===== config.mk =====
export PLATFORM = sky130hd
export DESIGN_NAME = alut_regs_flat
export DESIGN_NICKNAME = d
export VERILOG_FILES = /design/src/rtl/alut_pkg.sv /design/src/rtl/alut_ifs.sv /design/src/rtl/alut_regs.sv /design/src/flat_wrapper.sv
export SDC_FILE = /design/constraint.sdc
export NUM_CORES = 1
export LEC_CHECK = 0
export BUFFER_PORTS_ARGS = -buffer_cell sky130_fd_sc_hd__buf_2
export CAP_MARGIN = 10
export CORE_ASPECT_RATIO = 0.8
export CORE_UTILIZATION = 35
export DETAILED_ROUTE_END_ITERATION = 10
export HOLD_SLACK_MARGIN = 0.15
export PLACE_DENSITY_LB_ADDON = 0.1
export SLEW_MARGIN = 0
export SYNTH_ARGS = -nofsm -noshare
export SYNTH_HDL_FRONTEND = slang
export SYNTH_SLANG_ARGS = --single-unit
export TNS_END_PERCENT = 5

===== constraint.sdc =====
create_clock -name pclk7 -period 4.87 [get_ports pclk7]
set_clock_uncertainty 0.1 [all_clocks]
set_input_delay 0.974 -clock pclk7 [delete_from_list [all_inputs] [get_ports pclk7]]
set_output_delay 0.974 -clock pclk7 [all_outputs]
set_load 0.005 [all_outputs]

===== src/rtl/alut_pkg.sv =====
/*
 * shared definitions for the address lookup table
 *  - table word widths and field positions
 *  - command codes and register offsets
 *  - state codes of the age checker and the address checker
 */
package alut_pkg;

   // table word layout: valid | time stamp | port | mac
   localparam int mac_w       = 48;
   localparam int port_w      = 2;
   localparam int time_w      = 32;
   localparam int alut_addr_w = 8;
   localparam int entry_w     = 83;
   localparam logic [alut_addr_w-1:0] max_addr = '1;   // last table index
   localparam int valid_bit   = 82;
   localparam int time_lsb    = 50;                    // time field 81..50
   localparam int port_lsb    = 48;                    // port field 49..48

   // commands written to reg_command
   localparam logic [1:0] cmd_inval_aged = 2'b10;      // clear stale entries
   localparam logic [1:0] cmd_inval_all  = 2'b11;      // clear every entry

   // register offsets
   localparam logic [3:0] reg_command    = 4'd0;
   localparam logic [3:0] reg_div_clk    = 4'd1;
   localparam logic [3:0] reg_best_bfr   = 4'd2;
   localparam logic [3:0] reg_status     = 4'd3;
   localparam logic [3:0] reg_lst_inv_lo = 4'd4;
   localparam logic [3:0] reg_lst_inv_hi = 4'd5;
   localparam logic [3:0] reg_curr_time  = 4'd6;

   // age checker states
   localparam logic [2:0] st_idle          = 3'd0;
   localparam logic [2:0] st_inval_aged_rd = 3'd1;
   localparam logic [2:0] st_inval_aged_wr = 3'd2;
   localparam logic [2:0] st_inval_all     = 3'd3;
   localparam logic [2:0] st_age_chk       = 3'd4;

   // address checker states
   localparam logic [1:0] st_ac_idle  = 2'd0;
   localparam logic [1:0] st_ac_write = 2'd1;          // learn source
   localparam logic [1:0] st_ac_read  = 2'd2;          // read destination
   localparam logic [1:0] st_ac_wait  = 2'd3;          // wait for age result

endpackage


===== src/rtl/alut_ifs.sv =====
/*
 * links inside the lookup table
 *  - alut_mem_if   table port of one client
 *  - alut_age_if   age check between address and age checker
 *  - alut_cfg_if   configuration and status of the age checker
 */


interface alut_cfg_if;
   import alut_pkg::*;

   logic [1:0]        command;
   logic              command_valid;     // pulse on a command write
   logic [7:0]        div_clk;
   logic [time_w-1:0] best_bfr_age;
   logic              age_check_active;
   logic              inval_in_prog;
   logic [mac_w-1:0]  lst_inv_addr;
   logic [port_w-1:0] lst_inv_port;
   logic [time_w-1:0] curr_time;

   modport regs (output command, command_valid, div_clk, best_bfr_age,
                 input age_check_active, inval_in_prog, lst_inv_addr, lst_inv_port,
                 curr_time);
   modport chkr (input command, command_valid, div_clk, best_bfr_age,
                 output age_check_active, inval_in_prog, lst_inv_addr, lst_inv_port,
                 curr_time);
endinterface


===== src/rtl/alut_regs.sv =====
/*
 * register block of the lookup table
 *  - command strobe, clock divider, best-before age
 *  - status, last invalidated entry and current time read back
 */
module alut_regs
(
   input  logic        pclk7,
   input  logic        n_p_reset7,
   input  logic        reg_sel,
   input  logic        reg_wr,
   input  logic [3:0]  reg_addr,
   input  logic [31:0] reg_wdata,
   output logic [31:0] reg_rdata,
   alut_cfg_if.regs    cfg
);
   import alut_pkg::*;

   logic wr_en;   // register write strobe

   assign wr_en = reg_sel && reg_wr;

   // ----------------------------------------------------------------------
   // writes
   // ----------------------------------------------------------------------
   always_ff @(posedge pclk7 or negedge n_p_reset7)
   begin
      if (!n_p_reset7)
      begin
         cfg.command_valid <= 1'b0;
         cfg.div_clk       <= '0;
         cfg.best_bfr_age  <= '1;              // never stale by default
      end
      else
      begin
         cfg.command_valid <= wr_en && (reg_addr == reg_command);
         if (wr_en && reg_addr == reg_div_clk)
            cfg.div_clk <= reg_wdata[7:0];
         if (wr_en && reg_addr == reg_best_bfr)
            cfg.best_bfr_age <= reg_wdata;
      end
   end

   // command word, qualified by command_valid
   always_ff @(posedge pclk7)
   begin
      if (wr_en && reg_addr == reg_command)
         cfg.command <= reg_wdata[1:0];
   end

   // ----------------------------------------------------------------------
   // read back
   // ----------------------------------------------------------------------
   always_comb
   begin
      case (reg_addr)
         reg_div_clk:    reg_rdata = {24'd0, cfg.div_clk};
         reg_best_bfr:   reg_rdata = cfg.best_bfr_age;
         reg_status:     reg_rdata = {30'd0, cfg.inval_in_prog, cfg.age_check_active};
         reg_lst_inv_lo: reg_rdata = cfg.lst_inv_addr[31:0];
         reg_lst_inv_hi: reg_rdata = {14'd0, cfg.lst_inv_port, cfg.lst_inv_addr[47:32]};
         reg_curr_time:  reg_rdata = cfg.curr_time;
         default:        reg_rdata = '0;      // command is write only
      endcase
   end

endmodule


===== src/flat_wrapper.sv =====
// flat-port wrapper written by rule: the top's interface ports become plain ports
module alut_regs_flat import alut_pkg::*;
  (pclk7, n_p_reset7, reg_sel, reg_wr, reg_addr, reg_wdata, reg_rdata, cfg_command, cfg_command_valid, cfg_div_clk, cfg_best_bfr_age, cfg_age_check_active, cfg_inval_in_prog, cfg_lst_inv_addr, cfg_lst_inv_port, cfg_curr_time);
  alut_cfg_if cfg_i ();
  input  logic pclk7;
  input  logic n_p_reset7;
  input  logic reg_sel;
  input  logic reg_wr;
  input  logic [3:0] reg_addr;
  input  logic [31:0] reg_wdata;
  output logic [31:0] reg_rdata;
  output wire logic [$bits(cfg_i.command)-1:0] cfg_command;
  output wire logic [$bits(cfg_i.command_valid)-1:0] cfg_command_valid;
  output wire logic [$bits(cfg_i.div_clk)-1:0] cfg_div_clk;
  output wire logic [$bits(cfg_i.best_bfr_age)-1:0] cfg_best_bfr_age;
  input wire logic [$bits(cfg_i.age_check_active)-1:0] cfg_age_check_active;
  input wire logic [$bits(cfg_i.inval_in_prog)-1:0] cfg_inval_in_prog;
  input wire logic [$bits(cfg_i.lst_inv_addr)-1:0] cfg_lst_inv_addr;
  input wire logic [$bits(cfg_i.lst_inv_port)-1:0] cfg_lst_inv_port;
  input wire logic [$bits(cfg_i.curr_time)-1:0] cfg_curr_time;
  assign cfg_command = cfg_i.command;
  assign cfg_command_valid = cfg_i.command_valid;
  assign cfg_div_clk = cfg_i.div_clk;
  assign cfg_best_bfr_age = cfg_i.best_bfr_age;
  assign cfg_i.age_check_active = cfg_age_check_active;
  assign cfg_i.inval_in_prog = cfg_inval_in_prog;
  assign cfg_i.lst_inv_addr = cfg_lst_inv_addr;
  assign cfg_i.lst_inv_port = cfg_lst_inv_port;
  assign cfg_i.curr_time = cfg_curr_time;
  alut_regs u_core (.pclk7(pclk7), .n_p_reset7(n_p_reset7), .reg_sel(reg_sel), .reg_wr(reg_wr), .reg_addr(reg_addr), .reg_wdata(reg_wdata), .reg_rdata(reg_rdata), .cfg(cfg_i));
endmodule

==> summary.txt <==
Setup path
  – Worst path arrival time: between 2000 and 3000 ps
  – Cell mode on critical path: buf_2
  – CP Cell Sequence: buf_2 -> and4bb_1 -> a22oi_1 -> o311ai_0 -> buf_2
  – Worst path depth: 5
  – Slowest Stage Delay on Critical Path: around 770 ps
  – Worst setup SP type: input pin
  – Beginning of the critical path: reg_addr[2]
  – Critical register-to-register path startpoint: u_core.cfg.div_clk[3]$_DFFE_PN0P_
  – Crit Path Max Fanout: 22
  – Worst R2R Setup Slack: 3950 ps
  – CP Buf/Inv Count: 2
  – Crit end category: output pin
  – Worst R2R End: u_core.cfg.div_clk[3]$_DFFE_PN0P_
  – Crit path max-delay cell type: and4bb_1
  – Worst r2r path cells: 1
  – Worst path required time: between 3000 and 4000 ps
  – Top Family by Delay on Critical Path: simple AND/OR/NAND/NOR gates
  – CP Capture Point: reg_rdata[0]
  – WS Path Type: input pin to output pin

Logic synthesis
  – Largest family of logic cells by synthesized area: multiplexers
  – XOR/XNOR share of the synthesized area: 0
  – Compound-Gate Fraction of Synth Area: 0.152
  – Warnings from Yosys: 0
  – Post-synth EDFFs: 2
  – Syn Nets: approximately 350
  – Yosys reg bits: 43
  – Dominant synthesized flop cell: dfstp_2
  – Post-synthesis adder-cell area fraction: 0
  – Most numerous cell in the Yosys netlist: a22oi_1
  – Cell accounting for the most synthesized area: dfstp_2
  – Post-synth top cells: 35 x a22oi_1, 32 x dfstp_2, 31 x nand2_1
  – Syn Inst Count: around 230
  – Ranking of synthesized cells by area: dfstp_2 31%, mux2_4 16%, a22oi_1 9.6%
  – Mean post-synth cell area: about 12 sq um
  – Cell Area, Synth: ~0.0027 sq mm
  – Netlist cell types: 32
  – Post-synthesis mux area share: 0.255
  – Ys async rst share: 0.953
  – Post-synth top area share: 0.307
  – Post-synthesis sequential area ratio: 0.411
  – Post-synthesis simple-gate area fraction: 0.126

Clocking
  – Insertion delay to the later sink of the worst-skew pair: about 280 ps
  – CTS buffer count: 5
  – Post-cts resize count: 0
  – Hold buffers post-CTS: 0
  – Post-CTS Setup Repair Bufs: 0
  – TritonCTS clock tree: yes
  – Root buf cell: clkbuf_8
  – Clk pin slew, worst setup/hold paths: 80 ps
  – CTS Buffer Depth: 2
  – Clk sinks: 43
  – H-tree levels: 2

Power and ir drop
  – NetSw: 286 uW
  – Pleak: a little over 2 nW
  – Int Pwr: around 800 uW
  – PD cells: around 280 mW/mm^2
  – Net Sw Frac: 0.263
  – Maximum VDD drop: approximately 0.15 mV
  – Clock power share: 0.246
  – Comb pwr share: 0.277
  – Flop pwr share: 0.477
  – Total power: ~1.1 mW

STA
  – Fin Setup TNS: 0 ps
  – Max Fclk: roughly 0.27 GHz
  – RSZ-0062 raised after global routing: no
  – Worst slew pin tran: between 900 and 1000 ps
  – Pins Over Slew Limit: 0
  – Setup violators final: 0
  – Tmin final: between 3000 and 4000 ps
  – Slew HR: 0.393
  – Worst setup margin: ~1200 ps
  – Fin crit share: 0.753
  – Final Hold Fails: 0

Floorplanning
  – Chip width: roughly 100 microns
  – Starting Density: 0.366
  – Die area: ~0.0082 sq mm
  – Core area: ~0.0075 sq mm
  – IO Pins: ~200
  – Site row count: 28
  – Die H: just over 80 microns

Min path
  – WHS Path Cells: 1
  – Path type of the worst min-delay path: flop to flop

Run
  – Max-Cap Viols: 0

Placement
  – Routability Congestion: 0.763
  – Hpwl dp: between 6000 and 7000 microns
  – Placement Setup Slack: roughly 1200 ps
  – Port Buf Inserts: 198
  – Placed insts: 516

Route
  – Vias per inst: just under 5
  – Routed len/inst: roughly 15 microns
  – Drt pass-1 iters: 4
  – Post-DRT Antenna Nets: 0
  – Routed WL: 8050 microns
  – Vias: 2570
  – Initial DRC Count: between 70 and 80
  – # DRC: 0

Global route
  – Total GRT Usage: 0.193
  – Largest net degree at the start of global routing: 42
  – GR Overflow Total: 0
  – Initial antenna violation count: 0
  – Number of global-route vias before repair: 2395
  – First-pass GRT wire length: around 12000 microns

Layout
  – Layout area overhead: 40.1%
  – Final Util: 0.512
  – Nets: 542
  – Antenna Cells: 0
  – Post-Layout Cell Count: ~520
  – Layout cells sized above 1: 0.680

Run status
  – Status: completed
[stage by stage]
step / instance area, sq um / hold WS, ps
after floorplan: 2740 / 407
after global placement: 3730 / 409
after detailed placement: 3730 / 407
after CTS: 3840 / 434
after global routing: 3840 / 462
final: 3840 / 428
[placed cells by master, fill, tap and decap left out, types with 3 or more instances in the layout]
cell and n:
buf_2 198, mux2_4 30, nor3_1 7, a22oi_1 35, buf_4 3, nand2_1 31
mux2_1 6, a221o_1 6, nand2b_1 4, dfrtp_1 9, dfstp_2 32, o21ai_0 11
mux2_2 9, mux2i_1 8, clkbuf_8 5
[sequential cells by signal (all words and copies together) (netlist names)]
register / flops
u_core.cfg.command: 2
u_core.cfg.best_bfr_age: 32
u_core.cfg.command_valid: 1
u_core.cfg.div_clk: 8
[power by group through the flow]
stage | clock network [mW] | registers (mW) | logic (mW)
after detailed placement | 0 | 0.524 | 0.303
after CTS | 0.280 | 0.520 | 0.304
after global routing | 0.294 | 0.530 | 0.329
after global placement | 0 | 0.525 | 0.298
final | 0.267 | 0.518 | 0.300
after floorplan | 0 | 0.519 | 0.148
[worst min-delay path by stage]
stage / from / to / slack, ps
5_1_grt: u_core.cfg.div_clk[7]$_DFFE_PN0P_ / u_core.cfg.div_clk[7]$_DFFE_PN0P_ / 460
4_1_cts: u_core.cfg.div_clk[6]$_DFFE_PN0P_ / u_core.cfg.div_clk[6]$_DFFE_PN0P_ / 430
3_5_place_dp: u_core.cfg.div_clk[6]$_DFFE_PN0P_ / u_core.cfg.div_clk[6]$_DFFE_PN0P_ / 410
6_report: u_core.cfg.div_clk[6]$_DFFE_PN0P_ / u_core.cfg.div_clk[6]$_DFFE_PN0P_ / 430
3_3_place_gp: u_core.cfg.div_clk[7]$_DFFE_PN0P_ / u_core.cfg.div_clk[7]$_DFFE_PN0P_ / 410
2_1_floorplan: u_core.cfg.div_clk[2]$_DFFE_PN0P_ / u_core.cfg.div_clk[2]$_DFFE_PN0P_ / 410
[per-layer routing]
metal	GRT usage	wire length, microns
met4	0.0319	34
met5	0	0
met1	0.245	3560
met2	0.337	3880
met3	0.0482	583
[final cells by class]
class,instances,area (sq um)
multi-input cells,167,1460
clock inverters,3,38.8
well taps,105,131
fillers,741,3660
clock buffers,5,68.8
repair buffers,201,1010
flip-flops and latches,43,1130
[logic make-up (layout without fill, tap and decap cells)]
family                 Yosys count  in the layout
AO/OA/AOI/OAI                   57             57
buffers and inverters           18            209
flip-flops                      43             43
multiplexers                    53             53
AND/OR/NAND/NOR                 57             57
No activity file was read; power rests on OpenSTA's default activity.
